--- src/core_cfg.svh ---
`ifndef CORE_CFG_SVH
`define CORE_CFG_SVH

// Datapath width of the integer lanes.
`define XLEN 32

// Architectural register count, x0 included.
`define NUM_REGS 32

`define PAIR_QUEUE_DEPTH 4  // Also the fetch side's starting credit count.

`define OUT_CREDITS 4       // Result credits held by the sender after reset.

`endif

--- src/isa_pkg.sv ---
`default_nettype none

`include "core_cfg.svh"

package isa_pkg;

  typedef logic [4:0] reg_addr_t;

  // Major opcodes of the supported integer subset.
  localparam logic [6:0] OPC_REG = 7'b0110011;
  localparam logic [6:0] OPC_IMM = 7'b0010011;

  localparam logic [2:0] F3_ADD = 3'b000;  // ADD, SUB and ADDI.
  localparam logic [2:0] F3_XOR = 3'b100;
  localparam logic [2:0] F3_OR  = 3'b110;
  localparam logic [2:0] F3_AND = 3'b111;

  localparam logic [6:0] F7_BASE = 7'b0000000;
  localparam logic [6:0] F7_SUB  = 7'b0100000;  // Selects SUB over ADD.

  typedef struct packed {
    logic [6:0] funct7;
    reg_addr_t  rs2;
    reg_addr_t  rs1;
    logic [2:0] funct3;
    reg_addr_t  rd;
    logic [6:0] opcode;
  } r_fields_t;

  typedef struct packed {
    logic [11:0] imm;
    reg_addr_t   rs1;
    logic [2:0]  funct3;
    reg_addr_t   rd;
    logic [6:0]  opcode;
  } i_fields_t;

  // One instruction word, seen as register or immediate format.
  typedef union packed {
    r_fields_t r;
    i_fields_t i;
  } instr_word_t;

  typedef enum logic [2:0] {
    ALU_ADD,
    ALU_SUB,
    ALU_AND,
    ALU_OR,
    ALU_XOR
  } alu_op_t;

  typedef struct packed {
    alu_op_t          alu_op;
    reg_addr_t        rd;
    reg_addr_t        rs1;
    reg_addr_t        rs2;
    logic             use_rs2;  // Low for the immediate forms.
    logic [`XLEN-1:0] imm;
  } decoded_t;

endpackage

`default_nettype wire

--- src/pair_queue.sv ---
`default_nettype none

`include "core_cfg.svh"

module pair_queue (
  input  logic                 clock,
  input  logic                 reset,
  input  logic                 in_valid,
  input  isa_pkg::instr_word_t in_instr0,
  input  isa_pkg::instr_word_t in_instr1,
  input  logic                 pop,
  output logic                 head_valid,
  output isa_pkg::instr_word_t head_instr0,
  output isa_pkg::instr_word_t head_instr1,
  output logic                 in_credit
);

  localparam int PTR_W = $clog2(`PAIR_QUEUE_DEPTH);
  localparam int CNT_W = $clog2(`PAIR_QUEUE_DEPTH + 1);

  isa_pkg::instr_word_t slot0_mem [`PAIR_QUEUE_DEPTH];
  isa_pkg::instr_word_t slot1_mem [`PAIR_QUEUE_DEPTH];

  logic [PTR_W-1:0] wr_ptr;
  logic [PTR_W-1:0] rd_ptr;
  logic [CNT_W-1:0] occupancy;
  logic             pop_fire;

  assign head_valid  = (occupancy != '0);
  assign head_instr0 = slot0_mem[rd_ptr];
  assign head_instr1 = slot1_mem[rd_ptr];
  assign pop_fire    = pop && head_valid;

  // The fetch side only pushes while it holds a credit, so a push never meets a full queue.
  always_ff @(posedge clock) begin
    if (in_valid) begin
      slot0_mem[wr_ptr] <= in_instr0;
      slot1_mem[wr_ptr] <= in_instr1;
    end
  end

  always_ff @(posedge clock) begin
    if (reset == 1'b0) begin
      wr_ptr    <= '0;
      rd_ptr    <= '0;
      occupancy <= '0;
      in_credit <= 1'b0;
    end else begin
      if (in_valid) begin
        wr_ptr <= (wr_ptr == PTR_W'(`PAIR_QUEUE_DEPTH - 1)) ? '0 : wr_ptr + 1'b1;
      end
      if (pop_fire) begin
        rd_ptr <= (rd_ptr == PTR_W'(`PAIR_QUEUE_DEPTH - 1)) ? '0 : rd_ptr + 1'b1;
      end
      occupancy <= occupancy + CNT_W'(in_valid) - CNT_W'(pop_fire);
      in_credit <= pop_fire;  // One slot freed, one credit back.
    end
  end

endmodule

`default_nettype wire

--- config.mk ---
export PLATFORM = sky130hd
export DESIGN_NAME = pair_queue
export DESIGN_NICKNAME = d
export VERILOG_FILES = /design/src/isa_pkg.sv /design/src/pair_queue.sv
export VERILOG_INCLUDE_DIRS = /design/src
export SDC_FILE = /design/constraint.sdc
export NUM_CORES = 1
export LEC_CHECK = 0
export BUFFER_PORTS_ARGS = -buffer_cell sky130_fd_sc_hd__buf_4
export CORE_MARGIN = 2
export CORE_UTILIZATION = 30
export CTS_BUF_LIST = sky130_fd_sc_hd__clkbuf_2 sky130_fd_sc_hd__clkbuf_4 sky130_fd_sc_hd__clkbuf_8
export CTS_CLUSTER_SIZE = 28
export DETAILED_ROUTE_END_ITERATION = 8
export RECOVER_POWER = 25
export REMOVE_ABC_BUFFERS = 1
export SYNTH_ARGS = -nofsm -noshare
export SYNTH_HDL_FRONTEND = slang
export SYNTH_SLANG_ARGS = --single-unit
--- constraint.sdc ---
create_clock -name clock -period 4.3 [get_ports clock]
set_clock_uncertainty 0.2 [all_clocks]
set_input_delay 0.645 -clock clock [delete_from_list [all_inputs] [get_ports clock]]
set_output_delay 0.645 -clock clock [all_outputs]
set_load 0.005 [all_outputs]
# Yosys cells after proc, flatten, opt, wreduce, memory -nomap -nowiden
# Memory sizes are Yosys's and may differ from the RTL's. A register that Yosys moved wholly into a read port is not among the register bits.
# Cells that the tools add are included.
[word_totals]
register_bits = 8
latch_bits = 0
ram_bits = 256
mem_bits_ro = 0
in_bits = 68
elab_cells = 22
memories = 2
[memory_table]
columns = ["memory", "depth", "word_bits", "read_ports", "rd_clocked_by_memory_dff", "write_ports", "line_no", "source"]
rows = [
  ["slot0_mem", 4, 32, 1, 1, 1, "pair_queue.sv:21", "isa_pkg::instr_word_t slot0_mem [`PAIR_QUEUE_DEPTH];"],
  ["slot1_mem", 4, 32, 1, 1, 1, "pair_queue.sv:22", "isa_pkg::instr_word_t slot1_mem [`PAIR_QUEUE_DEPTH];"],
]
[classes]
n_addsub = 4
multipliers = 0
div_mod_pow = 0
n_lt_le_gt_ge = 0
n_eq_ne = 2
shifts = 0
muxes = 8
bitwise_logic = 0
reduce_logical = 2
[op_table]
columns = ["operator", "n"]
rows = [
  ["$mux 2", 6],
  ["$add 2x1->2 const B", 2],
  ["$eq 2x2->1 const B", 2],
  ["$add 3x1->3", 1],
  ["$reduce_bool 3->1", 1],
  ["$sub 3x1->3", 1],
  ["$mux 1", 2],
  ["$logic_and 1x1->1", 1],
]

# Longest topological paths before layout
[depth]
depth_word = 4
mapped_depth = 8
depth_no_buf = 8

# Least setup slack after synthesis
# Ideal clock, no wire load.
[synth_timing]
path_type = "input to register"
from = "input in_valid"
to = "memory slot0_mem[0][0] in the netlist's numbering, enable pin"
arrival_ns = 2.152
required_time_ns = 3.671
path_slack_ns = 1.520
stages = 1
path_cell_list = "and2_1"
[synth_between]
elab_chain_cells = 2
[synth_lines]
columns = ["item", "line_no", "source"]
rows = [
  ["start, declared", "pair_queue.sv:8", "input logic in_valid,"],
  ["$mux 1", "pair_queue.sv:36", "if (in_valid) begin"],
  ["$mux 1 (implied by the code)", "pair_queue.sv:37", "slot0_mem[wr_ptr] <= in_instr0;"],
  ["end, declared", "pair_queue.sv:21", ""],
]
# No other way between the ends.

==> run summary <==
• 3 — number of buffers on the longest clock path
• 380 — instance count of the mapped netlist
• 0% — Synth async-reset ratio
• 44 — Num CTS Buffers
• 0 ns — Setup TNS Final
• 0 — number of nets with antenna violations after detailed routing
• false — unrepaired setup endpoints after global routing
• 49.5% — Flop pwr share
• 25.78 sq um — average cell area after synthesis
• 39.90% — share of cells above drive strength 1
• 10.43 mm — half-perimeter wire length of the detailed placement result
• buf_12, mux4_2, buf_4 — ordered cell list for the critical path
• 9797 sq um — Post-Synthesis Cell Area
• flip-flops — family of cells with the greatest summed delay on the critical path
• occupancy[2] — worst r2r dst
• 1 — antenna violations before repair
• 0 — count of pins over their slew limit
• 80.51% — post-synthesis sequential area ratio
• dfxtp_4 — CP max-delay cell
• 2.41 ns — arrival time of the worst setup path
• 0.53 ns — clock insertion delay at the later pin of the skew report
• 1 — cell depth of the worst min-delay path
• reg -> out — worst setup path category
• 28.33% — worst rel slew slack
• 32370 sq um — standard cell core area
• 31 — worst-path fanout max
• 5120 — number of global-route vias before repair
• 13.05% — GR Layer Usage met1
• 0 — cells resized by post-CTS repair
• 256 — number of flops mapped to enable cells by yosys
• in_instr1[9] — Hold Startpoint
• done — CTS tree
• completed — result of the run
• 185 — violation count after the first detailed-route iteration
• 75.78% — portion of the clock cycle consumed by the worst path in the final layout
• 34.0% — Clock power frac
• 0 — Yosys warning count
• 8 — number of cells on the worst reg-to-reg path
• 133 — Port Buffer Count
• in -> reg — Hold Crit Class
• 134 — boundary pin count
• 184.7 um — Vert. Die Dim
• 21 — Cell variety after synth
• 623 — Total Nets Final
• 2 — CTS HTree Levels
• met2 — layer with the highest usage
• 266 — #FFs+latches synth
• 0.6557 — global placement routability congestion
• 65 — largest net degree at the start of global routing
• 21.65% — Area Overhead vs Synth
• 4.317 — vias per cell
• 266 — clk sinks
• 2.10 ns — setup slack of the most critical reg-to-reg path
• 184.7 um — Chip Width
• 18.48 um — routed wirelength normalized by instance count
• 0 — Post-CTS Repair Setup Buffers
• slot1_mem[2][9] — endpoint of the worst hold-timing path
• 11.24% — all-layer global routing usage
• 66 — placement row count
• 23.75% — switching power as a share of total power
• 3.889 nW — static leakage power
• occupancy[1] — source of the worst register-to-register timing path
• 0 — remaining routing DRC violations
• 28.74 mm — global-route wire length before repair
• 0 — residual overflow from global routing
• 0 — Hold Buf Count CTS
• 0 — count of max-cap constraint violations
• 34120 sq um — full die area
• 6.309 mW — Final Total Pwr
• clkbuf_8 — cell at the root of the clock tree
• 0.79 ns — Worst path max stage delay
• 1.075 ns — transition time at the pin with the least slew margin
• 0 — number of setup violations in the final report
• 16.5% — portion of total power attributed to combinational logic
• register — crit path launch type
• 30.26% — effective utilization at floorplan
• 18.89 mm — total wirelength of the detailed-routed design
• output pin — Critical Path End Type
• 3.259 ns — min cycle time layout
• 19.74% — routing usage on met2
• 529.4 nW/um^2 — total power per unit cell area
• 1.498 mW — power dissipated by switching net loads
• 3.45 ns — worst endpoint required time
• 2 — CP Buf/Inv Count
• 3.695% — global-route track usage on met3
• 0.3069 GHz — Peak Freq
• 0.2859 mV — Max rail drop VDD
• edfxtp_1 — Synth Flop Type
• 0.06 ns — clock-pin transition on the worst setup and hold timing paths
• 0.1179 ns — hold slack
• 4.811 mW — internal power of the cells
• 4 — first drt pass iteration count
• 4412 — detailed-route via count
• 0 — hold violation count in the final report
[how the worst max path moves through the flow]
stage,startpoint,endpoint,slack [ns],depth (start not counted)
detailed placement,register,head_instr0[19],1.51,3
floorplan,register,head_instr0[0],0.06,1
global route,register,head_instr0[31],0.86,3
finish,register,head_instr1[4],1.04,3
CTS,register,head_instr1[4],0.93,3
global placement,register,head_instr0[19],1.51,3
[placed cells by master (no fill, tap or decap), drive strengths merged, types with 6 or more instances in the layout]
cell type	count
clkbuf	106
inv	6
buf	90
edfxtp	256
dfxtp	10
clkinv	13
ha	7
mux4	64
and2	6
[state kept, by name (all words and copies together) (netlist names), named ones only]
name,cells
slot0_mem,128
slot1_mem,128
occupancy,3
rd_ptr,2
wr_ptr,2
in_credit,1
[power groups by stage]
stage / logic [mW] / registers (mW) / clock network [mW]
2_1_floorplan: 0.548 / 3.17 / 0
3_3_place_gp: 1.06 / 3.18 / 0
3_5_place_dp: 1.09 / 3.19 / 0
4_1_cts: 1.09 / 3.13 / 2.22
5_1_grt: 1.14 / 3.15 / 2.34
6_report: 1.04 / 3.12 / 2.14
[metal layers]
| metal | wire length [um] | up-vias |
|---|---|---|
| met2 | 9741 | 130 |
| met4 | 308 | 0 |
| met5 | 0 | - |
| met3 | 1211 | 26 |
| met1 | 7626 | 2299 |
| li1 | - | 1957 |
[synth_stat cells (2+ instances only)]
cell / n / area, sq um
mux4_2: 60 / 1351
dfxtp_1: 10 / 200.2
nand2_1: 3 / 11.26
and2_1: 6 / 37.54
buf_12: 6 / 120.1
ha_1: 7 / 87.58
edfxtp_1: 256 / 7687
mux4_1: 4 / 105.1
inv_1: 6 / 22.52
buf_2: 6 / 30.03
or3b_2: 2 / 17.52
mux2i_1: 3 / 30.03
nor2_1: 3 / 11.26
[through the flow]
stage	utilization [%]	setup WS, ns	cells	instance area [sq um]
after global routing	36.81	0.8564	1021	11920
after CTS	37.33	0.9270	1021	12080
after detailed placement	34.68	1.514	943	11230
final	36.82	1.041	1022	11920
after global placement	34.68	1.513	943	11230
after floorplan	-	0.06483	366	9630
[final cells by class]
class                           count  area (sq um)
Tap cell                          442         553.0
Antenna cell                        1         2.502
Clock buffer                       61         745.7
Inverter                            6         22.52
Sequential cell                   266          7895
Timing Repair Buffer              135         857.1
Clock inverter                     17         111.4
Multi-Input combinational cell     94          1730
Fill cell                        3029         20450
[cell families after synthesis]
group | Yosys count | share of synthesized area (%)
adders and majority gates | 8 | 1.098
DFF | 266 | 80.51
and+or+nand+nor | 16 | 0.9197
xor gates and xnor gates | 1 | 0.2299
buffers and inverters | 20 | 1.928
muxes | 67 | 15.17
AOI/OAI and AO/OA | 2 | 0.1405
Note: power is estimated with default switching activity, not from simulation.
