File: config.mk
export PLATFORM = sky130hd
export DESIGN_NAME = execute_stage_flat
export DESIGN_NICKNAME = d
export VERILOG_FILES = /design/src/isa_pkg.sv /design/src/pipe_pkg.sv /design/src/issue_lane_if.sv /design/src/execute_stage.sv /design/src/flat_wrapper.sv
export VERILOG_INCLUDE_DIRS = /design/src
export SDC_FILE = /design/constraint.sdc
export NUM_CORES = 1
export LEC_CHECK = 0
export ABC_AREA = 0
export BUFFER_PORTS_ARGS = -buffer_cell sky130_fd_sc_hd__buf_4
export CORE_AREA = 2 2 148 150
export DETAILED_ROUTE_END_ITERATION = 16
export DIE_AREA = 0 0 150 152
export PLACE_DENSITY = 0.73
export SLEW_MARGIN = 20
export SYNTH_ARGS = -nofsm -noshare
export SYNTH_HDL_FRONTEND = slang
export SYNTH_SLANG_ARGS = --single-unit
export TNS_END_PERCENT = 1
File: constraint.sdc
create_clock -name clock -period 7.3 [get_ports clock]
set_clock_uncertainty 0.1 [all_clocks]
set_input_delay 0.365 -clock clock [delete_from_list [all_inputs] [get_ports clock]]
set_output_delay 0.365 -clock clock [all_outputs]
set_load 0.02 [all_outputs]
File: src/core_cfg.svh
`ifndef CORE_CFG_SVH
`define CORE_CFG_SVH

// Datapath width of the integer lanes.
`define XLEN 32

// Architectural register count, x0 included.
`define NUM_REGS 32

`define PAIR_QUEUE_DEPTH 4  // Also the fetch side's starting credit count.

`define OUT_CREDITS 4       // Result credits held by the sender after reset.

`endif

File: src/isa_pkg.sv
`default_nettype none

`include "core_cfg.svh"

package isa_pkg;

  typedef logic [4:0] reg_addr_t;

  // Major opcodes of the supported integer subset.
  localparam logic [6:0] OPC_REG = 7'b0110011;
  localparam logic [6:0] OPC_IMM = 7'b0010011;

  localparam logic [2:0] F3_ADD = 3'b000;  // ADD, SUB and ADDI.
  localparam logic [2:0] F3_XOR = 3'b100;
  localparam logic [2:0] F3_OR  = 3'b110;
  localparam logic [2:0] F3_AND = 3'b111;

  localparam logic [6:0] F7_BASE = 7'b0000000;
  localparam logic [6:0] F7_SUB  = 7'b0100000;  // Selects SUB over ADD.

  typedef struct packed {
    logic [6:0] funct7;
    reg_addr_t  rs2;
    reg_addr_t  rs1;
    logic [2:0] funct3;
    reg_addr_t  rd;
    logic [6:0] opcode;
  } r_fields_t;

  typedef struct packed {
    logic [11:0] imm;
    reg_addr_t   rs1;
    logic [2:0]  funct3;
    reg_addr_t   rd;
    logic [6:0]  opcode;
  } i_fields_t;

  // One instruction word, seen as register or immediate format.
  typedef union packed {
    r_fields_t r;
    i_fields_t i;
  } instr_word_t;

  typedef enum logic [2:0] {
    ALU_ADD,
    ALU_SUB,
    ALU_AND,
    ALU_OR,
    ALU_XOR
  } alu_op_t;

  typedef struct packed {
    alu_op_t          alu_op;
    reg_addr_t        rd;
    reg_addr_t        rs1;
    reg_addr_t        rs2;
    logic             use_rs2;  // Low for the immediate forms.
    logic [`XLEN-1:0] imm;
  } decoded_t;

endpackage

`default_nettype wire

File: src/pipe_pkg.sv
`default_nettype none

`include "core_cfg.svh"

package pipe_pkg;

  // One issued instruction with its operands already resolved.
  typedef struct packed {
    logic               valid;
    isa_pkg::alu_op_t   alu_op;
    isa_pkg::reg_addr_t rd;
    logic [`XLEN-1:0]   operand_a;
    logic [`XLEN-1:0]   operand_b;
  } lane_t;

  // A retired instruction as written back and reported.
  typedef struct packed {
    logic               valid;
    isa_pkg::reg_addr_t rd;
    logic [`XLEN-1:0]   data;
  } result_t;

endpackage

`default_nettype wire

File: src/issue_lane_if.sv
`default_nettype none

// The two lanes leaving the issue stage.
interface issue_lane_if;

  pipe_pkg::lane_t lane0;  // Older instruction when both lanes are valid.
  pipe_pkg::lane_t lane1;

  modport issue (
    output lane0,
    output lane1
  );

  modport exec (
    input lane0,
    input lane1
  );

endinterface

`default_nettype wire

File: src/execute_stage.sv
`default_nettype none

`include "core_cfg.svh"

module execute_stage (
  input  logic              clock,
  input  logic              reset,
  issue_lane_if.exec        lanes,
  output pipe_pkg::result_t wb0,
  output pipe_pkg::result_t wb1
);

  // ==========================================================================
  // ALU
  // ==========================================================================

  function automatic logic [`XLEN-1:0] alu(isa_pkg::alu_op_t op,
                                           logic [`XLEN-1:0] a,
                                           logic [`XLEN-1:0] b);
    logic [`XLEN-1:0] y;
    case (op)
      isa_pkg::ALU_ADD: y = a + b;
      isa_pkg::ALU_SUB: y = a - b;
      isa_pkg::ALU_AND: y = a & b;
      isa_pkg::ALU_OR:  y = a | b;
      default:          y = a ^ b;
    endcase
    return y;
  endfunction

  logic [`XLEN-1:0] alu0_y, alu1_y;

  assign alu0_y = alu(lanes.lane0.alu_op, lanes.lane0.operand_a, lanes.lane0.operand_b);
  assign alu1_y = alu(lanes.lane1.alu_op, lanes.lane1.operand_a, lanes.lane1.operand_b);

  // ==========================================================================
  // Result register
  // ==========================================================================

  always_ff @(posedge clock) begin
    if (reset == 1'b0) begin
      wb0.valid <= 1'b0;
      wb1.valid <= 1'b0;
    end else begin
      wb0.valid <= lanes.lane0.valid;
      wb1.valid <= lanes.lane1.valid;
    end
  end

  // x0 destinations retire with zero data.
  always_ff @(posedge clock) begin
    wb0.rd   <= lanes.lane0.rd;
    wb0.data <= (lanes.lane0.rd == '0) ? '0 : alu0_y;
    wb1.rd   <= lanes.lane1.rd;
    wb1.data <= (lanes.lane1.rd == '0) ? '0 : alu1_y;
  end

endmodule

`default_nettype wire

File: src/flat_wrapper.sv
// flat-port wrapper written by rule: the top's interface ports become plain ports
module execute_stage_flat 
  (clock, reset, wb0, wb1, lanes_lane0, lanes_lane1);
  issue_lane_if lanes_i ();
  input  logic clock;
  input  logic reset;
  output pipe_pkg::result_t wb0;
  output pipe_pkg::result_t wb1;
  input wire logic [$bits(lanes_i.lane0)-1:0] lanes_lane0;
  input wire logic [$bits(lanes_i.lane1)-1:0] lanes_lane1;
  assign lanes_i.lane0 = lanes_lane0;
  assign lanes_i.lane1 = lanes_lane1;
  execute_stage u_core (.clock(clock), .reset(reset), .lanes(lanes_i), .wb0(wb0), .wb1(wb1));
endmodule
Word-level counts from Yosys, hierarchy flattened
Cells that the tools add are included.
Storage, ports and cells
  register bits: 76
  output and inout bits: 76
  word-level logic and storage cells: 28
Cells by class
  $add $sub $neg: 4
  equal/unequal tests: 6
  multiplexer cells: 2
  bitwise gates (word level): 6
  reductions and logical operators: 4
Operator list (count)
  case mux 32 bit (4 select lines): 2
  adder 32 bit: 2
  AND 32 bit: 2
  bitwise OR 32 bit: 2
  subtractor 32 bit: 2
  bitwise XOR 32 bit: 2
  equality test 3 x 2 -> 1 bit (second input constant): 4
  logical NOT 5 bit: 2
  equality test 3 x 1 -> 1 bit (second input constant): 2
  logical NOT 3 bit: 2

Depth between registers and ports, before layout
Gate-level depths: netlist of the first run.
  depth after elaboration: 2
  mapped depth: 18

Worst setup path before layout of the first run
No wires, ideal clock.
  kind: input to register
  from: in lanes_lane1[6]
  to: reg u_core.wb1[30] (netlist name)
  arrival time: 3.831 ns
  data required time: 7.138 ns
  slack: 3.307 ns
  cell stages on the path: 14
  buffers on the path: 0
  path through: or4_4 or2_2 nor3_1 a31oi_1 xnor2_1 ha_1 and2_1 nor2b_1 or2_2 a211o_1 a311oi_1 a21boi_1 or3_1 nand3_1
On the way
  longest elaborated chain between the ends: 2
  elaborated cells between the ends (all ways): 3
Ends and longest elaborated chain
  start, declared: RTL line flat_wrapper.sv:10  | input wire logic [$bits(lanes_i.lane1)-1:0] lanes_lane1;
  subtractor 32 bit or adder 32 bit (tied branches): RTL line execute_stage.sv:23, execute_stage.sv:22
  case mux 32 bit (4 select lines) *: RTL line execute_stage.sv:21  | case (op)
Every way passes the cells marked *; elsewhere a longest branch is shown, timed or not.
A chain may end at the register's enable or synchronous reset.

Final worst setup path of the first run
  from: in lanes_lane0[69]
  to: reg u_core.wb0[28] (netlist name)
On the way
  longest elaborated chain between the ends: 2
  elaborated cells between the ends (all ways): 5
Ends and longest elaborated chain
  start, declared: RTL line flat_wrapper.sv:9  | input wire logic [$bits(lanes_i.lane0)-1:0] lanes_lane0;
  equality test 3 x 2 -> 1 bit, or another cell as far along: RTL line execute_stage.sv:21
  case mux 32 bit (4 select lines) *: RTL line execute_stage.sv:21
Marks and branches as above.

==> out/metrics.yaml, run 1 <==
path_class: "input port to register"
yosysUniqueCellTypes: 71
cts-root-buf: "clkbuf_16"
post_cts_buffers: 0
setup_slack_ps: 2870
synthArstFlopShare: 0
ys_seq_area_frac: 0.147
postCtsHoldBufs: 0
grt_use_met1: 0.352
fmaxAchievable_mhz: 226
syn_area_um2: 10400
critPathMaxFanout: 56
h-tree-depth: 3
grt_antenna_before_repair: 0
grt.overflow.total: 0
start_util: 0.486
ir_drop_uv: 112
seqPwrFrac: 0.254
p_leak_nw: 6.19
power_frac_clock: 0.247
top_usage_layer: "met2"
grt_use_met3: 0.0357
synth_edf_count: 0
cts_buffers: 9
use_met2: 0.471
grt_pass1_vias: 10200
final_cell_mix: "buf_4 (227), ha_1 (192), inv_1 (159), a21oi_1 (132), nand2_1 (105)"
clock_path_buffers: 2
post-route-period-util: 0.607
maxCapViolations: 0
syn_inst: 1386
layout_min_cycle_time_ps: 4430
dp_worst_setup_slack_ps: 2560
gp_congestion: 0.968
drc: 0
die_area_um2: 22800
ys_warn_count: 0
post_cts_resized: 0
grt_max_degree: 65
endpoint_kind: "register"
dr.pass1.iters: 5
synth-adder-area-share: 0.236
synth_top_family_by_area: "compound AO/OA/AOI/OAI gates"
synth-compound-area-share: 0.281
synth_xor_area_frac: 0.0845
nets: 1902
syn_nets: 1728
coreArea_um2: 21400
cts_tree: "done"
via_count: 10700
intPower_mw: 1.16
status: "finished clean"
layout-drive-gt1-share: 0.167
drtIter0Drc: 729
die_w_um: 150
diodes: 0
critPathRequiredTime_ps: 7450
io-pin-count: 224
synthFlopType: "dfxtp_1"
io_buffers: 223
drv_slew: 0
numClockSinks: 76
arrival_ps: 4580
track_usage: 0.278
p_sw_uw: 789
clkTransAtPathRegs_ps: 70
final_common_cell: "buf_4"
wl_per_cell_um: 17.5
start_kind: "input port"
hold_path.class: "input port to register"
finalSetupViolCount: 0
worstMarginPinSlew_ps: 1050
grt_pass1_wl_um: 51600
wirelength_um: 32200
relSlewSlack: 0.298
ys_ff_latch: 76
hpwl_um: 25000
fin_setup_tns_ps: 0
synth-simple-area-share: 0.151
sw_frac_of_total: 0.404
muxShareOfSynthArea: 0.0168
area_growth_pct: 20.0
viasPerCell: 5.77
antenna_left: 0
rows: 54
fin_hold_ws_ps: 11.9
combPwrFrac: 0.499
avgSynthCellArea_um2: 7.48
die_h_um: 152
power_density_nw_per_um2: 157
fin_util: 0.583
rsz0062_at_grt: "false"
finalHoldViolations: 0
-- power by group through the flow --
stage | Combinational [mW] | Sequential [mW] | Clock, mW
floorplan | 0.554 | 0.574 | 0
global placement | 0.951 | 0.504 | 0
detailed placement | 0.959 | 0.504 | 0
CTS | 0.966 | 0.496 | 0.493
global route | 1.07 | 0.500 | 0.506
finish | 0.974 | 0.496 | 0.482
-- path summary, 6_finish.rpt --
kind / startpoint / endpoint / slack [ps] / depth (start not counted)
hold / removal: lanes_lane0[65] / u_core.wb0[33]$_DFF_P_ / 10 / 1
setup / recovery: lanes_lane0[69] / u_core.wb0[28]$_SDFF_PN0_ / 2870 / 13
-- per-stage QoR --
stage	total power [mW]	cells	cell area, µm²
6_report	1.95	1845	12400
5_1_grt	2.08	1845	12400
4_1_cts	1.95	1845	12400
3_5_place_dp	1.46	1829	12100
3_3_place_gp	1.45	1829	12100
2_1_floorplan	1.13	1386	10400
-- per-layer routing --
| metal | vias up | wire, µm |
|---|---|---|
| li1 | 5255 | - |
| met1 | 4959 | 13900 |
| met2 | 379 | 15300 |
| met3 | 61 | 1920 |
| met4 | 0 | 1150 |
| met5 | - | 0 |
-- layout make-up --
class / count / area (µm²)
tap: 280 / 350
sequential: 76 / 1520
clock buffer: 10 / 239
multi-input combinational: 1087 / 7970
inverter: 159 / 597
timing repair buffer: 227 / 1700
clock inverter: 6 / 63.8
fill: 2068 / 8900
-- Yosys cell counts, types with 17 or more instances --
cell type | count | area [µm²]
xnor2_1 | 83 | 727
o211ai_1 | 22 | 165
clkbuf_1 | 54 | 203
a31oi_1 | 34 | 213
a21oi_1 | 132 | 661
xor2_1 | 17 | 149
and3_1 | 17 | 106
inv_1 | 159 | 597
nand2_1 | 105 | 394
a21o_1 | 35 | 263
nor2_1 | 84 | 315
ha_1 | 192 | 2400
o21ai_0 | 101 | 505
nor3_1 | 17 | 85.1
dfxtp_1 | 76 | 1520
-- sequential cells by signal, indices dropped and copies added (netlist names) --
signal and flops:
u_core.wb1 38, u_core.wb0 38
-- critical path, stage by stage --
cell	delay (ps)
buf_4	500
and2_1	650
buf_4	340
mux2_2	380
fa_1	430
nor2b_1	170
o31a_1	170
o2111ai_1	160
a211oi_1	370
o2111ai_1	310
a21oi_1	270
and4b_1	210
a211o_1	220
-- cells by family after synthesis --
| logic type | after synthesis |
|---|---|
| buffers and inverters | 223 |
| multiplexers | 17 |
| AO/OA/AOI/OAI | 456 |
| XOR/XNOR | 100 |
| flip-flops | 76 |
| adder cells (fa/ha/maj) | 194 |
| AND/OR/NAND/NOR | 320 |
(Power assumes the default switching activity.)
==> run 2: changes to the inputs <==
- clock period: 7.3 -> 4.4 ns (I/O delays scaled with it)
==> out/metrics.yaml, run 2 (same netlist as run 1, synthesis figures left out) <==
via_count: 10800  # +1.3%
track_usage: 0.278  # +0.000568
grt_pass1_vias: 10300  # +0.17%
post_cts_resized: 0  # unchanged
grt_antenna_before_repair: 0  # unchanged
io_buffers: 223  # unchanged
final_cell_mix: "buf_4 (242), ha_1 (192), inv_1 (159), a21oi_1 (132), nand2_1 (105)"
cts_tree: "done"
path_class: "input port to register"
wl_per_cell_um: 17.2  # -1.6%
drv_slew: 0  # unchanged
power_density_nw_per_um2: 250  # +60%
worstPathCellList: "buf_4, or4_4, or2_2, nor3_1, nand2_1, o31ai_1, xnor2_1, ha_1, nand2_1, o21ai_0, a2111oi_0, o41ai_1, xor2_1, o21ai_0, a21oi_1"
die_area_um2: 22800  # unchanged
status: "finished clean"
grt_max_degree: 63  # -3.1%
endpoint_kind: "register"
rsz0062_at_grt: "false"
fmaxAchievable_mhz: 253
largest_registers: "u_core.wb0 x38, u_core.wb1 x38"
grt.overflow.total: 0  # unchanged
clkTransAtPathRegs_ps: 60  # about the same
die_w_um: 150  # unchanged
rows: 54  # unchanged
crit_start: "lanes_lane1[6]"
drtIter0Drc: 668  # -8.4%
coreArea_um2: 21400  # unchanged
total_power_mw: 3.17  # +62%
cts_buffers: 9  # unchanged
numClockSinks: 76  # unchanged
nets: 1931  # +1.5%
viasPerCell: 5.76  # -0.30%
drc: 0  # unchanged
layout_min_cycle_time_ps: 3950
layout-drive-gt1-share: 0.174  # +0.00699
cp_slowest_cell: "or4_4"
final_common_cell: "buf_4"
critPathMaxFanout: 8  # -86%
placed_area_um2: 12300  # +0.95%
holdCritStartpoint: "lanes_lane1[71]"
wirelength_um: 32200  # about the same
grt_pass1_wl_um: 51500  # -0.29%
die_h_um: 152  # unchanged
cts-root-buf: "clkbuf_16"
setup_slack_ps: 446  # -2420 ps
hold_path.class: "input port to register"
cpPeakStageDelay_ps: 580  # -70 ps
clock_path_buffers: 2  # unchanged
final_area_um2: 12700  # +1.8%
start_util: 0.486  # unchanged
finalHoldViolations: 0  # unchanged
gp_congestion: 0.949  # -1.9%
maxCapViolations: 0  # unchanged
io-pin-count: 224  # unchanged
ir_drop_uv: 192  # +72%
dp_worst_setup_slack_ps: 190  # -2370 ps
antenna_left: 0  # unchanged
post_cts_buffers: 0  # unchanged
arrival_ps: 4080  # -500 ps
hpwl_um: 25000  # about the same
area_growth_pct: 22.2
finalSetupViolCount: 0  # unchanged
worstMarginPinSlew_ps: 1050  # +1.10 ps
start_kind: "input port"
diodes: 0  # unchanged
critPathRequiredTime_ps: 4530  # -2920 ps
h-tree-depth: 3  # unchanged
post-route-period-util: 0.899
dr.pass1.iters: 5  # unchanged
relSlewSlack: 0.299  # +0.00108
fin_setup_tns_ps: 0  # unchanged
p_leak_nw: 6.32  # +2.0%
[run 2: repair_timing]
action / 4_1_cts / 5_1_grt
hold buffers: 14 / 0
endpoints found under the setup margin: 0 / 0
endpoints found under the hold margin: 12 / 0
[run 2: final cells by class]
| type | instances | area, µm² |
|---|---|---|
| multi-input combinational | 1087 | 7970 |
| clock inverter | 7 | 43.8 |
| inverter | 159 | 597 |
| timing repair buffer | 256 | 1960 |
| clock buffer | 9 | 225 |
| fill | 2008 | 8680 |
| sequential | 76 | 1520 |
| tap | 280 | 350 |
[run 2: final timing paths]
kind / endpoint / slack [ps] / depth (start not counted)
min: u_core.wb1[5]$_SDFF_PN0_ / 200 / 3
max: u_core.wb1[22]$_SDFF_PN0_ / 450 / 15
[run 2: power by group]
group          internal, mW  switching (mW)
logic                 0.707           0.929
registers             0.787          0.0359
clock network         0.379           0.331
[run 2: per-stage QoR]
step,utilization,hold WS (ps),std cells
4_1_cts,0.593,172,1874
2_1_floorplan,-,148,1386
5_1_grt,0.593,189,1874
3_3_place_gp,0.574,234,1844
3_5_place_dp,0.574,235,1844
6_report,0.593,197,1874
[run 2: critical path: cells and delay by family]
| family | cells | cell delay [ps] |
|---|---|---|
| AND/OR/NAND/NOR | 5 | 1480 |
| XOR/XNOR | 2 | 250 |
| buffers and inverters | 1 | 120 |
| AO/OA/AOI/OAI | 6 | 1580 |
| adder cells (fa/ha/maj) | 1 | 430 |
[run 2: metal layers]
metal / global-route usage / routed length, µm
met4: 0.0961 / 760
met5: 0 / 0
met2: 0.477 / 15400
met3: 0.0318 / 2110
met1: 0.359 / 13900
==> run 3: changes to the inputs <==
- clock period: 4.4 -> 3.85 ns (I/O delays scaled with it)
==> out/metrics.yaml, run 3 (same netlist as run 1, synthesis figures left out) <==
status: "finished clean"
area_growth_pct: 28.0
p_leak_nw: 6.70  # +6.0%
combPwrFrac: 0.506  # -0.010
endpoint_kind: "register"
grt_pass1_wl_um: 52600  # +2.3%
coreArea_um2: 21400  # unchanged
dp_worst_setup_slack_ps: -129  # -319 ps
start_kind: "input port"
power_frac_clock: 0.256  # +0.032
largest_registers: "u_core.wb0 x38, u_core.wb1 x38"
grt_max_degree: 63  # unchanged
power_density_nw_per_um2: 296  # +18%
seq_area_um2: 1520  # unchanged
grt.overflow.total: 0  # unchanged
clock_path_buffers: 2  # unchanged
drc: 0  # unchanged
finalHoldViolations: 0  # unchanged
layout.cells.non_filler: 1946  # +3.8%
numClockSinks: 76  # unchanged
seqPwrFrac: 0.239  # -0.021
grt_pass1_vias: 10600  # +3.5%
wl_per_cell_um: 17.1  # -0.38%
io_buffers: 223  # unchanged
multiInputGateArea_um2: 7980  # about the same
clkTransAtPathRegs_ps: 70  # about the same
drv_slew: 0  # unchanged
via_count: 11100  # +2.8%
track_usage: 0.285  # +0.00636
die_w_um: 150  # unchanged
crit_start: "lanes_lane1[6]"
fmaxAchievable_mhz: 273
cts_buffers: 9  # unchanged
critPathMaxFanout: 4  # -4
ir_drop_uv: 237  # +23%
post-route-period-util: 0.951
sw_frac_of_total: 0.385  # -0.0235
final_area_um2: 13300  # +4.8%
drtIter0Drc: 758  # +13%
die_h_um: 152  # unchanged
layout_min_cycle_time_ps: 3660
dr.pass1.iters: 6  # +1
wirelength_um: 33300  # +3.4%
maxCapViolations: 0  # unchanged
final.fill_count: 1965  # -2.1%
viasPerCell: 5.70  # -1.0%
hpwl_um: 26200  # +4.6%
total_power_mw: 3.93  # +24%
setup_slack_ps: 188  # -257 ps
start_util: 0.486  # unchanged
rows: 54  # unchanged
arrival_ps: 3860  # -220 ps
critPathRequiredTime_ps: 4040  # -490 ps
layout-drive-gt1-share: 0.209  # +0.0341
antenna_left: 0  # unchanged
finalSetupViolCount: 0  # unchanged
nets: 2001  # +3.6%
final_cell_mix: "buf_4 (312), ha_1 (192), inv_1 (159), a21oi_1 (132), nand2_1 (105)"
cts-root-buf: "clkbuf_16"
intPower_mw: 2.41  # +29%
h-tree-depth: 3  # unchanged
dpl.cell_count: 1914  # +3.8%
worstMarginPinSlew_ps: 1060  # +11.0 ps
holdCritStartpoint: "lanes_lane1[47]"
gp_congestion: 0.951  # +0.16%
path_class: "input port to register"
die_area_um2: 22800  # unchanged
io-pin-count: 224  # unchanged
hold_path.class: "input port to register"
final_common_cell: "buf_4"
fin_hold_ws_ps: 161  # -35.6 ps
relSlewSlack: 0.292  # -0.00734
p_sw_mw: 1.51  # +17%
placed_area_um2: 12800  # +4.3%
grt_antenna_before_repair: 2  # +2
cts_tree: "done"
[run 3: layout make-up]
type | count | share of cell area
multi-input combinational | 1087 | 0.601
sequential | 76 | 0.115
inverter | 159 | 0.0450
antenna | 2 | 0.000377
clock buffer | 13 | 0.0204
timing repair buffer | 326 | 0.187
clock inverter | 3 | 0.00509
tap | 280 | 0.0264
[run 3: path summary, 6_finish.rpt]
check,endpoint,depth (start not counted)
max,u_core.wb1[30]$_SDFF_PN0_,16
min,u_core.wb1[15]$_SDFF_PN0_,4
[run 3: power groups by stage]
stage                     registers [mW]  clock network [mW]  logic, mW
after CTS                          0.939                1.03       1.97
after global routing               0.948                1.05       2.17
after detailed placement           0.954                   0       1.94
after global placement             0.956                   0       1.91
final                              0.938                1.00       1.99
after floorplan                     1.09                   0       1.05
[run 3: per-layer routing]
metal / global-route usage / part of all wire
met1: 0.358 / 0.42
met4: 0.108 / 0.032
met3: 0.0441 / 0.069
met2: 0.485 / 0.48
met5: 0 / 0
[run 3: timing repair]
item	4_1_cts	5_1_grt
setup buffers	0	0
setup endpoints to repair	0	2
gates resized for setup	0	3
hold endpoints to repair	12	0
hold buffers	14	0
[run 3: worst max-delay path: stages]
cell	delay, ps
buf_4	110
or4_4	540
or2_2	330
nor3_1	330
and3_1	270
a31oi_1	120
xnor2_1	140
ha_1	330
a21o_1	180
a21oi_1	240
o21ai_0	140
a311oi_2	260
buf_4	160
a21boi_1	80
or3_1	360
nand3_1	80
[run 3: stage by stage]
| step | utilization | setup TNS, ps |
|---|---|---|
| final | 0.622 | 0 |
| after floorplan | - | 0 |
| after detailed placement | 0.599 | -443 |
| after global routing | 0.622 | -10.2 |
| after CTS | 0.621 | 0 |
| after global placement | 0.599 | -332 |
