$ cat src/core_cfg.svh
`ifndef CORE_CFG_SVH
`define CORE_CFG_SVH

// Datapath width of the integer lanes.
`define XLEN 32

// Architectural register count, x0 included.
`define NUM_REGS 32

`define PAIR_QUEUE_DEPTH 4  // Also the fetch side's starting credit count.

`define OUT_CREDITS 4       // Result credits held by the sender after reset.

`endif

$ cat src/isa_pkg.sv
`default_nettype none

`include "core_cfg.svh"

package isa_pkg;

  typedef logic [4:0] reg_addr_t;

  // Major opcodes of the supported integer subset.
  localparam logic [6:0] OPC_REG = 7'b0110011;
  localparam logic [6:0] OPC_IMM = 7'b0010011;

  localparam logic [2:0] F3_ADD = 3'b000;  // ADD, SUB and ADDI.
  localparam logic [2:0] F3_XOR = 3'b100;
  localparam logic [2:0] F3_OR  = 3'b110;
  localparam logic [2:0] F3_AND = 3'b111;

  localparam logic [6:0] F7_BASE = 7'b0000000;
  localparam logic [6:0] F7_SUB  = 7'b0100000;  // Selects SUB over ADD.

  typedef struct packed {
    logic [6:0] funct7;
    reg_addr_t  rs2;
    reg_addr_t  rs1;
    logic [2:0] funct3;
    reg_addr_t  rd;
    logic [6:0] opcode;
  } r_fields_t;

  typedef struct packed {
    logic [11:0] imm;
    reg_addr_t   rs1;
    logic [2:0]  funct3;
    reg_addr_t   rd;
    logic [6:0]  opcode;
  } i_fields_t;

  // One instruction word, seen as register or immediate format.
  typedef union packed {
    r_fields_t r;
    i_fields_t i;
  } instr_word_t;

  typedef enum logic [2:0] {
    ALU_ADD,
    ALU_SUB,
    ALU_AND,
    ALU_OR,
    ALU_XOR
  } alu_op_t;

  typedef struct packed {
    alu_op_t          alu_op;
    reg_addr_t        rd;
    reg_addr_t        rs1;
    reg_addr_t        rs2;
    logic             use_rs2;  // Low for the immediate forms.
    logic [`XLEN-1:0] imm;
  } decoded_t;

endpackage

`default_nettype wire

$ cat src/pipe_pkg.sv
`default_nettype none

`include "core_cfg.svh"

package pipe_pkg;

  // One issued instruction with its operands already resolved.
  typedef struct packed {
    logic               valid;
    isa_pkg::alu_op_t   alu_op;
    isa_pkg::reg_addr_t rd;
    logic [`XLEN-1:0]   operand_a;
    logic [`XLEN-1:0]   operand_b;
  } lane_t;

  // A retired instruction as written back and reported.
  typedef struct packed {
    logic               valid;
    isa_pkg::reg_addr_t rd;
    logic [`XLEN-1:0]   data;
  } result_t;

endpackage

`default_nettype wire

$ cat src/issue_lane_if.sv
`default_nettype none

// The two lanes leaving the issue stage.
interface issue_lane_if;

  pipe_pkg::lane_t lane0;  // Older instruction when both lanes are valid.
  pipe_pkg::lane_t lane1;

  modport issue (
    output lane0,
    output lane1
  );

  modport exec (
    input lane0,
    input lane1
  );

endinterface

`default_nettype wire

$ cat src/result_sender.sv
`default_nettype none

`include "core_cfg.svh"

module result_sender (
  input  logic               clock,
  input  logic               reset,
  issue_lane_if.exec         lanes,
  input  pipe_pkg::result_t  wb0,
  input  pipe_pkg::result_t  wb1,
  input  logic               res_credit,
  output logic               credit_avail,
  output logic               res_valid0,
  output isa_pkg::reg_addr_t res_rd0,
  output logic [`XLEN-1:0]   res_data0,
  output logic               res_valid1,
  output isa_pkg::reg_addr_t res_rd1,
  output logic [`XLEN-1:0]   res_data1
);

  localparam int CNT_W = $clog2(`OUT_CREDITS + 1);

  logic [CNT_W-1:0] credit_count;
  logic [CNT_W-1:0] unreserved;
  logic [1:0]       lane_cnt;

  assign lane_cnt = {1'b0, lanes.lane0.valid} + {1'b0, lanes.lane1.valid};

  // Lanes on the bus hold their credits this cycle already.
  assign unreserved   = credit_count - CNT_W'(lane_cnt);
  assign credit_avail = (unreserved >= CNT_W'(2));

  always_ff @(posedge clock) begin
    if (reset == 1'b0) begin
      credit_count <= CNT_W'(`OUT_CREDITS);
    end else begin
      credit_count <= unreserved + CNT_W'(res_credit);
    end
  end

  assign res_valid0 = wb0.valid;
  assign res_rd0    = wb0.rd;
  assign res_data0  = wb0.data;
  assign res_valid1 = wb1.valid;
  assign res_rd1    = wb1.rd;
  assign res_data1  = wb1.data;

endmodule

`default_nettype wire

$ cat src/flat_wrapper.sv
// flat-port wrapper written by rule: the top's interface ports become plain ports
module result_sender_flat 
  (clock, reset, wb0, wb1, res_credit, credit_avail, res_valid0, res_rd0, res_data0, res_valid1, res_rd1, res_data1, lanes_lane0, lanes_lane1);
  issue_lane_if lanes_i ();
  input  logic clock;
  input  logic reset;
  input  pipe_pkg::result_t wb0;
  input  pipe_pkg::result_t wb1;
  input  logic res_credit;
  output logic credit_avail;
  output logic res_valid0;
  output isa_pkg::reg_addr_t res_rd0;
  output logic [`XLEN-1:0] res_data0;
  output logic res_valid1;
  output isa_pkg::reg_addr_t res_rd1;
  output logic [`XLEN-1:0] res_data1;
  input wire logic [$bits(lanes_i.lane0)-1:0] lanes_lane0;
  input wire logic [$bits(lanes_i.lane1)-1:0] lanes_lane1;
  assign lanes_i.lane0 = lanes_lane0;
  assign lanes_i.lane1 = lanes_lane1;
  result_sender u_core (.clock(clock), .reset(reset), .lanes(lanes_i), .wb0(wb0), .wb1(wb1), .res_credit(res_credit), .credit_avail(credit_avail), .res_valid0(res_valid0), .res_rd0(res_rd0), .res_data0(res_data0), .res_valid1(res_valid1), .res_rd1(res_rd1), .res_data1(res_data1));
endmodule
$ cat config.mk
export PLATFORM = sky130hd
export DESIGN_NAME = result_sender_flat
export DESIGN_NICKNAME = d
export VERILOG_FILES = /design/src/isa_pkg.sv /design/src/pipe_pkg.sv /design/src/issue_lane_if.sv /design/src/result_sender.sv /design/src/flat_wrapper.sv
export VERILOG_INCLUDE_DIRS = /design/src
export SDC_FILE = /design/constraint.sdc
export NUM_CORES = 1
export LEC_CHECK = 0
export BUFFER_PORTS_ARGS = -buffer_cell sky130_fd_sc_hd__buf_2
export CAP_MARGIN = 20
export CELL_PAD_IN_SITES_DETAIL_PLACEMENT = 0
export CELL_PAD_IN_SITES_GLOBAL_PLACEMENT = 1
export CORE_AREA = 2 2 117 119
export CTS_CLUSTER_DIAMETER = 50
export DETAILED_ROUTE_END_ITERATION = 8
export DIE_AREA = 0 0 119 121
export GPL_ROUTABILITY_DRIVEN = 0
export PLACE_DENSITY = 0.79
export SLEW_MARGIN = 5
export SYNTH_ARGS = -nofsm -noshare
export SYNTH_HDL_FRONTEND = slang
export SYNTH_SLANG_ARGS = --single-unit
$ cat constraint.sdc
create_clock -name clock -period 2.45 [get_ports clock]
set_input_delay 0.245 -clock clock [delete_from_list [all_inputs] [get_ports clock]]
set_output_delay 0.245 -clock clock [all_outputs]
set_load 0.01 [all_outputs]
Word-level counts from Yosys, hierarchy flattened
Cells that the tools add are included.
{"block": "op_classes", "n_div": 0, "n_reduce_logical": 0, "n_shift": 0, "addsub": 3, "eq_ne": 0, "bitwise_logic": 0, "n_mux": 0, "mul": 0, "n_lt_le_gt_ge": 1}
{"operator": "$add A3 B1 Y3", "count": 1}
{"operator": "$ge A3 B2 Y1 const B", "count": 1}
{"operator": "$sub A3 B2 Y3", "count": 1}
{"operator": "$add A1 B1 Y2", "count": 1}
{"block": "word_totals", "in_bits": 225, "regBits": 3, "out_inout_bits": 77, "wordCells": 5, "memories": 0, "latchBits": 0, "rom_bits": 0, "ramBits": 0}

Depth between registers and ports, before layout
Gate-level depths: netlist (run 1).
{"block": "depth", "depth_word": 3, "ltp_mapped": 8, "mapped_depth_nobuf": 8}

Worst setup path before layout (run 1)
Ideal clock, no wire load.
{"block": "synth_path", "path_kind": "input port to flip-flop", "from": "input lanes_lane1[72]", "to": "register u_core.credit_count[2]", "arrival_time_ps": 1572, "required_ps": 2327, "setup_time_ps": 123, "path_buffers": 1, "path_stages": 7, "slack_ps": 754, "path_cell_list": "inv_1 > fa_1 > clkbuf_1 > ha_1 > ha_1 > nand2b_1 > mux2_1"}
{"block": "synth_via", "elab_chain_len": 3}
{"item": "from (decl)", "line": "flat_wrapper.sv:18", "text": "input wire logic [$bits(lanes_i.lane1)-1:0] lanes_lane1;"}
{"item": "$add A1 B1 Y2", "line": "result_sender.sv:27", "text": "assign lane_cnt = {1'b0, lanes.lane0.valid} + {1'b0, lanes.lane1.valid};"}
{"item": "$sub A3 B2 Y3", "line": "result_sender.sv:30", "text": "assign unreserved = credit_count - CNT_W'(lane_cnt);"}
{"item": "$add A3 B1 Y3", "line": "result_sender.sv:37", "text": "credit_count <= unreserved + CNT_W'(res_credit);"}
{"item": "to (signal assigned)", "line": "result_sender.sv:35", "text": "credit_count <= CNT_W'(`OUT_CREDITS);"}
{"item": "to (signal assigned)", "line": "result_sender.sv:37"}
{"item": "to (decl)", "line": "result_sender.sv:23", "text": "logic [CNT_W-1:0] credit_count;"}
No other way between the ends.
A chain may end at the register's enable or synchronous reset.

Final worst setup path (run 1)
{"block": "layout_path", "from": "register u_core.credit_count[0]", "to": "output credit_avail"}
{"block": "layout_via", "elab_chain_len": 2}
{"item": "$sub A3 B2 Y3", "line": "result_sender.sv:30"}
{"item": "$ge A3 B2 Y1", "line": "result_sender.sv:31", "text": "assign credit_avail = (unreserved >= CNT_W'(2));"}
{"item": "to (decl)", "line": "flat_wrapper.sv:10", "text": "output logic credit_avail;"}
No other way between the ends.

==> metrics.cfg, run 1 <==
[floorplanning]
io_pins = 302
die_h_um = 121
die_x_um = 119
dieArea_mm2 = 0.0144
start_util = 0.0579
rows = 42
coreArea_mm2 = 0.0131

[global_routing]
antenna_found_initial = 0
grtUsageTotal = 0.0136
grt_pass1_vias = 281
grt_max_degree = 5
grt_pass1_wl_um = 1420
grt.overflow.total = 0

[synthesis]
synth_area_um2 = 757
synth_xor_area_frac = 0.0116
synth_compound_area_frac = 0
synth_top_area_cell = buf_4
yosys-top-cells-area = buf_4, dfxtp_1, ha_1, fa_1, inv_1
yosysWarnings = 0
yosysTopAreaCellShare = 0.754
ys_ff_latch = 3
ys_seq_area_frac = 0.0793
synth.distinct_cells = 11
synth_top_family_by_area = buffers and inverters
avgSynthCellArea_um2 = 7.89
yosys.area_share.simple = 0.0347
synthesis.nets = 325
synthMuxAreaShare = 0.0149
synth_fa_ha_area_frac = 0.0760
synth_cells = 96

[critical_path]
critPathCaptureType = output pin
cp_cell_sequence = fa_1 -> inv_1 -> ha_1 -> xnor2_1 -> nand2_1 -> buf_2
setup.worst_path.start_class = register
worstSetupPathType = register to output pin
r2r_end = u_core.credit_count[2]
reg2regPathDepth = 5
arrival_ns = 1.47
crit_path_max_incr_delay_ns = 0.36
critPathMaxFanout = 2
worstPathRequired_ns = 2.20
critPathSlowestCell = fa_1
r2r_start = u_core.credit_count[0]
rrSetupSlack_ns = 0.80

[sta]
max_slew_margin = 0.860
hold_viol = 0
slew_viol_final = 0
fmaxAchievable_mhz = 584
fin_worst_skew_ns = 0.00100
final.setup.worst_slack_ns = 0.736
tightest_slew_ns = 0.208
period_needed_ns = 1.71
setup_viol = 0
period_share = 0.699
tns_ns = 0
hold_slack_ns = 0.282
rsz0062_at_grt = no

[power_and_ir_drop]
ir_worst_vdd_v = 0.000389
powerDensity_mw_per_mm2 = 837
p_leak_nw = 0.151
total_power_mw = 0.424

[routing]
detail_route.wl_per_cell_um = 4.90
routed_wirelength_um = 999
drcViolationCount = 0
first_pass_iters = 2
initialDrtViolationCount = 3
ant_nets = 0
vias_per_cell = 1.12
vias = 229

[cells_and_area]
fin_area_um2 = 507
syn_to_final_growth_pct = -33.1
nNetsFinal = 258
instances_no_fill = 204
largest_reg_flops = 3
final_util = 0.0387
diodes = 0
largest-register = u_core.credit_count
reg.largest.list = u_core.credit_count x3
drive_gt1_frac = 0.286

[min_path]
hp-start = reset
min_to = u_core.credit_count[1]
hold_path_depth = 2
hp-class = input pin to register

[clocking]
cts_max_level = 1
cts_setup_buffers = 0
hold_buffers = 0
clockBufferDepth = 2
post_cts_resized = 0
clock_latency_ns = 0.22
clkSinkCount = 3
clkSlewWorstSetupHoldPaths_ns = 0.03
cts_inserted_buffers = 3
cts_tree = done
cts-root-buf = clkbuf_16

[placed_design]
dpl-instance-area_um2 = 428
place_ws_ns = 0.659
post-place-cells = 200
numPortBuffers = 5
dp_hpwl_um = 744

[outcome]
outcome = completed

[flow_run]
max_cap_violations = 0

worst max path at each step:
stage,startpoint,to,slack (ns)
floorplan,lanes_lane1[72],u_core.credit_count[2],0.75
global placement,lanes_lane1[72],u_core.credit_count[2],0.72
detailed placement,lanes_lane1[72],u_core.credit_count[2],0.66
CTS,u_core.credit_count[0],credit_avail,0.70
global route,u_core.credit_count[0],credit_avail,0.59
finish,u_core.credit_count[0],credit_avail,0.74
cells by family (layout without fill, tap and decap cells):
| family | Yosys count | after routing |
|---|---|---|
| simple gates | 5 | 5 |
| xor+xnor | 1 | 1 |
| fa+ha+maj | 4 | 4 |
| mux | 1 | 1 |
| flops | 3 | 3 |
| buf+inv | 82 | 14 |
power breakdown:
group / leakage [nW] / switching (mW) / internal, mW
Clock: 0.0382 / 0.0417 / 0.214
Combinational: 0.0881 / 0.0459 / 0.0481
Sequential: 0.0250 / 0.00678 / 0.0673
metal layers:
layer | GRT usage | vias to the layer above | share of wire
met3 | 0.00893 | 52 | 0.24
met5 | 0 | - | 0
li1 | - | 74 | -
met1 | 0.00483 | 71 | 0.12
met4 | 0.0439 | 0 | 0.29
met2 | 0.0151 | 32 | 0.35
synth_stat cells:
cell type,count
and2_1,2
buf_4,76
clkbuf_1,1
dfxtp_1,3
fa_1,1
ha_1,3
inv_1,5
mux2_1,1
nand2_1,2
nand2b_1,1
xnor2_1,1
cells in the final DEF (no fill, tap or decap), drive strengths merged:
cell	count
mux2	1
inv	5
nand2	2
xnor2	1
dfxtp	3
buf	5
clkbuf	4
nand2b	1
fa	1
ha	3
and2	2
worst max-delay path, delay by kind of cell (launching register included):
| kind | cells | cell delay (ns) |
|---|---|---|
| DFF | 1 | 0.29 |
| and+or+nand+nor | 1 | 0.09 |
| xor gates and xnor gates | 1 | 0.15 |
| buffers and inverters | 2 | 0.21 |
| adders and majority gates | 2 | 0.51 |
area by class of cell:
class	instances	area, um^2
Inverter	5	18.8
Multi-Input combinational cell	11	104
Fill cell	1555	12600
Sequential cell	3	60.1
Clock buffer	4	78.8
Timing Repair Buffer	5	25.0
Tap cell	176	220
Note: power is estimated with default switching activity, not from simulation.
==> inputs of run 2 (changes only) <==
Clock period 2.45 ns to 1.6 ns, I/O delays scaled along.
==> run 2 against run 1 <==
Via count decreased by 8.3%. Die area did not move. Critical path type is now register to register. Combinational power rose to 2.9 times the previous value. Highest routed layer unchanged. Largest power group unchanged. Design area up 13%. Setup slack got worse by 0.71 ns. Clock power is 58% higher. Clock skew hardly changed. Total power up 86%. Global-route usage is 0.099 points lower. Count of clock-buffer cells in the layout stayed put. Final cell count rose by 0.49%. Non-clock buffer count is 1 higher.
==> metrics.cfg, run 2 (same netlist as run 1, synthesis figures left out) <==
[outcome]
outcome = completed  ; unchanged

[critical_path]
r2r_end = u_core.credit_count[2]  ; unchanged
arrival_ns = 1.68  ; was 1.47 ns
worstPathRequired_ns = 1.71  ; was 2.20 ns
r2r_start = u_core.credit_count[0]  ; unchanged
critPathMaxFanout = 2  ; unchanged
worstSetupPathType = register to register  ; was register to output pin
rrSetupSlack_ns = 0.03  ; was 0.80 ns
setup.worst_path.start_class = register  ; unchanged
critPathCaptureType = register  ; was output pin
reg2regPathDepth = 5  ; unchanged

[cells_and_area]
largest_reg_flops = 3  ; unchanged
n_fill_cell = 1544  ; was 1555
multi_input_area_um2 = 163  ; was 104 um^2
layout_commonest_cell = buf_2
reg.largest.list = u_core.credit_count x3  ; unchanged
diodes = 0  ; unchanged
final_util = 0.0439  ; was 0.0387
largest-register = u_core.credit_count  ; unchanged
final_cell_mix = buf_2, inv_1, ha_4, clkbuf_16  ; was inv_1, buf_2, ha_1, clkbuf_16, dfxtp_1
drive_gt1_frac = 0.655  ; was 0.286
nNetsFinal = 259  ; was 258
syn_to_final_growth_pct = -24.1  ; was -33.1%
seqCellArea_um2 = 61.3  ; was 60.1 um^2

[floorplanning]
die_x_um = 119  ; unchanged
rows = 42  ; unchanged
dieArea_mm2 = 0.0144  ; unchanged
coreArea_mm2 = 0.0131  ; unchanged
start_util = 0.0579  ; unchanged
io_pins = 302  ; unchanged
die_h_um = 121  ; unchanged

[global_routing]
grt_max_degree = 5  ; unchanged
antenna_found_initial = 0  ; unchanged
grt_pass1_wl_um = 1240  ; was 1420 um
grtUsageTotal = 0.0126  ; was 0.0136
grt.overflow.total = 0  ; unchanged
grt_pass1_vias = 258  ; was 281

[power_and_ir_drop]
ir_worst_vdd_v = 0.000728  ; was 0.000389 V
p_comb_frac = 0.340  ; was 0.222
total_power_mw = 0.790  ; was 0.424 mW
p_leak_nw = 0.168  ; was 0.151 nW
pwr-share-seq = 0.148  ; was 0.175
powerDensity_mw_per_mm2 = 1380  ; was 837 mW/mm^2
sw_frac_of_total = 0.247  ; was 0.222
clkPwrFrac = 0.512  ; was 0.604
p_int_mw = 0.595  ; was 0.330 mW
p_sw_mw = 0.195  ; was 0.0943 mW

[routing]
drcViolationCount = 0  ; unchanged
first_pass_iters = 3  ; was 2
ant_nets = 0  ; unchanged
vias = 210  ; was 229
routed_wirelength_um = 916  ; was 999 um
vias_per_cell = 1.02  ; was 1.12
initialDrtViolationCount = 2  ; was 3
detail_route.wl_per_cell_um = 4.47  ; was 4.90 um

[clocking]
clkSlewWorstSetupHoldPaths_ns = 0.03  ; about the same
cts-root-buf = clkbuf_16  ; unchanged
clockBufferDepth = 2  ; unchanged
cts_tree = done  ; unchanged
cts_max_level = 1  ; unchanged
clkSinkCount = 3  ; unchanged
hold_buffers = 0  ; unchanged
cts_inserted_buffers = 3  ; unchanged
clock_latency_ns = 0.23  ; was 0.22 ns

[placed_design]
numPortBuffers = 5  ; unchanged
dp_hpwl_um = 648  ; was 744 um

[sta]
fmaxAchievable_mhz = 636
hold_slack_ns = 0.217  ; was 0.282 ns
setup_viol = 0  ; unchanged
rsz0062_at_grt = yes  ; was no
tns_ns = 0  ; unchanged
period_needed_ns = 1.57
slew_viol_final = 0  ; unchanged
period_share = 0.982
fin_worst_skew_ns = 0.000969  ; was 0.00100 ns
hold_viol = 0  ; unchanged
tightest_slew_ns = 0.160  ; was 0.208 ns
max_slew_margin = 0.893  ; was 0.860

[min_path]
hold_path_depth = 2  ; unchanged
hp-class = input pin to register  ; unchanged
min_to = u_core.credit_count[1]  ; unchanged
hp-start = reset  ; unchanged

[flow_run]
max_cap_violations = 0  ; unchanged

[run 2: cell types whose count changed in the layout (fill, tap and decap cells not counted), moves of 2 or more]
cell   delta
ha_4      +3
inv_2     +2
ha_1      -3
inv_1     -2
[run 2: how the worst max path moves through the flow]
stage | to | start | slack, ns
after global routing | credit_avail | u_core.credit_count[0] | -0.01
final | u_core.credit_count[2] | u_core.credit_count[0] | 0.03
after detailed placement | u_core.credit_count[2] | lanes_lane1[72] | -0.07
after CTS | u_core.credit_count[2] | u_core.credit_count[0] | -0.006
after floorplan | u_core.credit_count[2] | u_core.credit_count[0] | -0.05
after global placement | u_core.credit_count[2] | lanes_lane1[72] | -0.05
[run 2: metrics by stage]
stage          instances  cell area, um^2  setup WS [ns]
5_1_grt              205              574        -0.0109
3_5_place_dp         200              433        -0.0684
2_1_floorplan         96              762        -0.0450
3_3_place_gp         200              433        -0.0466
4_1_cts              205              574       -0.00648
6_report             205              574         0.0286
[run 2: repair_timing]
| item | CTS | global route |
|---|---|---|
| buffers inserted | 1 | 0 |
| endpoints found under the setup margin | 2 | 2 |
| pin swaps | 5 | 5 |
| resized for setup | 11 | 0 |
[run 2: final cells by class]
cell class                 count  area share
timing repair buffer           6      0.0566
tap                          176       0.383
clock buffer                   4       0.137
sequential                     3       0.107
multi-input combinational     11       0.283
inverter                       5      0.0327
[run 2: power by group through the flow]
stage / Clock (mW) / Combinational [mW] / Sequential (mW)
2_1_floorplan: 0 / 0.310 / 0.112
3_3_place_gp: 0 / 0.142 / 0.112
3_5_place_dp: 0 / 0.151 / 0.114
4_1_cts: 0.411 / 0.273 / 0.119
5_1_grt: 0.422 / 0.300 / 0.120
6_report: 0.404 / 0.269 / 0.117
[run 2: worst max-delay path: stages (launching register included)]
cell and delay, ns:
dfxtp_2 0.31, fa_2 0.44, ha_4 0.18, ha_4 0.15, nand2b_4 0.12, mux2_4 0.24
[run 2: per-layer routing]
| metal | GRT usage | wire [um] | vias up |
|---|---|---|---|
| met3 | 0.00423 | 241 | 36 |
| met1 | 0.00398 | 114 | 76 |
| met4 | 0.0476 | 233 | 0 |
| met2 | 0.0144 | 327 | 23 |
| li1 | - | - | 75 |
| met5 | 0 | 0 | - |
==> inputs of run 3 (changes only) <==
Settings changed: CTS_CLUSTER_SIZE from default to 8, PLACE_DENSITY 0.79 to 0.82.
==> run 3 against run 2 <==
The flow now finishes with violations (setup timing). Die area stayed put. Clock power is 3% lower. Non-clock buffer count is the same. Design area unchanged. Total power up 0.17%. Critical path depth unchanged. Sequential share of layout area is the same. Via count increased by 14%. Wire length increased by 51%. Count of clock-buffer cells in the layout stayed put. Critical endpoint unchanged.
==> metrics.cfg, run 3 (same netlist as run 1, synthesis figures left out) <==
[outcome]
outcome = complete, but fails checks  ; was completed
violations = setup timing

[routing]
routed_wirelength_um = 1380  ; was 916 um
detail_route.wl_per_cell_um = 6.75  ; was 4.47 um
drcViolationCount = 0  ; unchanged
first_pass_iters = 2  ; was 3
ant_nets = 0  ; unchanged
initialDrtViolationCount = 3  ; was 2
vias = 239  ; was 210
vias_per_cell = 1.17  ; was 1.02

[critical_path]
arrival_ns = 1.71  ; was 1.68 ns
r2r_start = u_core.credit_count[0]  ; unchanged
worstPathRequired_ns = 1.71  ; about the same
cp-startpoint = u_core.credit_count[0]  ; unchanged
setup.worst_path.start_class = register  ; unchanged
critPathCaptureType = register  ; unchanged
critPathMaxFanout = 2  ; unchanged
worstSetupPathType = register to register  ; unchanged

[clocking]
hold_buffers = 0  ; unchanged
clkSinkCount = 3  ; unchanged
cts_max_level = 1  ; unchanged
cts-root-buf = clkbuf_16  ; unchanged
clkSlewWorstSetupHoldPaths_ns = 0.03  ; about the same
cts_tree = done  ; unchanged
clock_latency_ns = 0.22  ; was 0.23 ns
cts_inserted_buffers = 3  ; unchanged
clockBufferDepth = 2  ; unchanged

[power_and_ir_drop]
sw_frac_of_total = 0.247  ; about the same
p_int_mw = 0.596  ; was 0.595 mW
p_comb_frac = 0.353  ; was 0.340
pwr-share-seq = 0.152  ; was 0.148
p_sw_mw = 0.196  ; was 0.195 mW
total_power_mw = 0.791  ; was 0.790 mW
powerDensity_mw_per_mm2 = 1380  ; about the same
ir_worst_vdd_v = 0.000896  ; was 0.000728 V
p_leak_nw = 0.168  ; about the same
clkPwrFrac = 0.495  ; was 0.512

[cells_and_area]
largest-register = u_core.credit_count  ; unchanged
instances_no_fill = 205  ; unchanged
fin_area_um2 = 574  ; unchanged
diodes = 0  ; unchanged
reg.largest.list = u_core.credit_count x3  ; unchanged
nNetsFinal = 259  ; unchanged
final_cell_mix = buf_2, inv_1, ha_4, clkbuf_16  ; unchanged
drive_gt1_frac = 0.655  ; unchanged
largest_reg_flops = 3  ; unchanged
layout_commonest_cell = buf_2  ; unchanged
syn_to_final_growth_pct = -24.1  ; unchanged

[sta]
period_share = 1.00  ; was 0.982
slew_viol_final = 0  ; unchanged
fmaxAchievable_mhz = 624  ; was 636 MHz
period_needed_ns = 1.60  ; was 1.57 ns
tns_ns = -0.00357  ; was 0 ns
tightest_slew_ns = 0.144  ; was 0.160 ns
fin_worst_skew_ns = 0.00236  ; was 0.000969 ns
max_slew_margin = 0.903  ; was 0.893
hold_viol = 0  ; unchanged
rsz0062_at_grt = yes  ; unchanged
final.setup.worst_slack_ns = -0.00357  ; was 0.0286 ns
setup_viol = 1  ; was 0

[min_path]
hp-class = input pin to register  ; unchanged
hp-start = reset  ; unchanged

[placed_design]
post-place-cells = 200  ; unchanged
dp_hpwl_um = 1010  ; was 648 um
dpl-instance-area_um2 = 433  ; unchanged
numPortBuffers = 5  ; unchanged

[global_routing]
grt_max_degree = 5  ; unchanged
antenna_found_initial = 0  ; unchanged
grt_pass1_wl_um = 1970  ; was 1240 um
grt_pass1_vias = 329  ; was 258
grtUsageTotal = 0.0195  ; was 0.0126
grt.overflow.total = 0  ; unchanged

[floorplanning]
dieArea_mm2 = 0.0144  ; unchanged
die_h_um = 121  ; unchanged
coreArea_mm2 = 0.0131  ; unchanged
rows = 42  ; unchanged
die_x_um = 119  ; unchanged
io_pins = 302  ; unchanged
start_util = 0.0579  ; unchanged

[flow_run]
max_cap_violations = 0  ; unchanged

## run 3: area by class of cell
class,instances,area (um^2)
Fill cell,1549,12500
Tap cell,176,220
Multi-Input combinational cell,11,163
Clock buffer,4,78.8
Sequential cell,3,61.3
Timing Repair Buffer,6,32.5
Inverter,5,18.8
## run 3: worst paths after layout
check / slack (ns) / cells after the start / endpoint
max: -0.004 / 5 / u_core.credit_count[2]
min: 0.23 / 2 / u_core.credit_count[0]
max reg2reg: -0.004 / 5 / u_core.credit_count[2]
min reg2reg: 0.75 / 3 / u_core.credit_count[2]
## run 3: routing by layer
metal,vias up,GRT usage,part of all wire
li1,75,-,-
met1,90,0.00540,0.10
met2,28,0.0284,0.43
met3,46,0.0197,0.29
met4,0,0.0417,0.19
met5,-,0,0
## run 3: what timing repair did
item | in CTS | in global routing
resized for setup | 11 | 0
pin swaps | 6 | 4
endpoints found under the setup margin | 2 | 2
setup buffers | 1 | 0
cloned | 0 | 0
## run 3: metrics by stage
stage	utilization	hold WS [ns]	worst slack, ns
6_report	0.0439	0.232	-0.00357
3_5_place_dp	0.0331	0.320	-0.0830
5_1_grt	0.0439	0.264	-0.0310
3_3_place_gp	0.0331	0.320	-0.0269
4_1_cts	0.0439	0.233	-0.0126
2_1_floorplan	-	0.282	-0.0450
## run 3: power groups by stage
stage               Clock (mW)  Combinational (mW)  Sequential [mW]
floorplan                    0               0.310            0.112
global placement             0               0.144            0.114
detailed placement           0               0.152            0.115
CTS                      0.398               0.273            0.123
global route             0.404               0.318            0.124
finish                   0.392               0.280            0.120
## run 3: worst max-delay path, stage by stage (launching register included)
cell and delay [ns]:
dfxtp_2 0.31, fa_2 0.46, ha_4 0.18, ha_4 0.15, nand2b_4 0.13, mux2_4 0.25
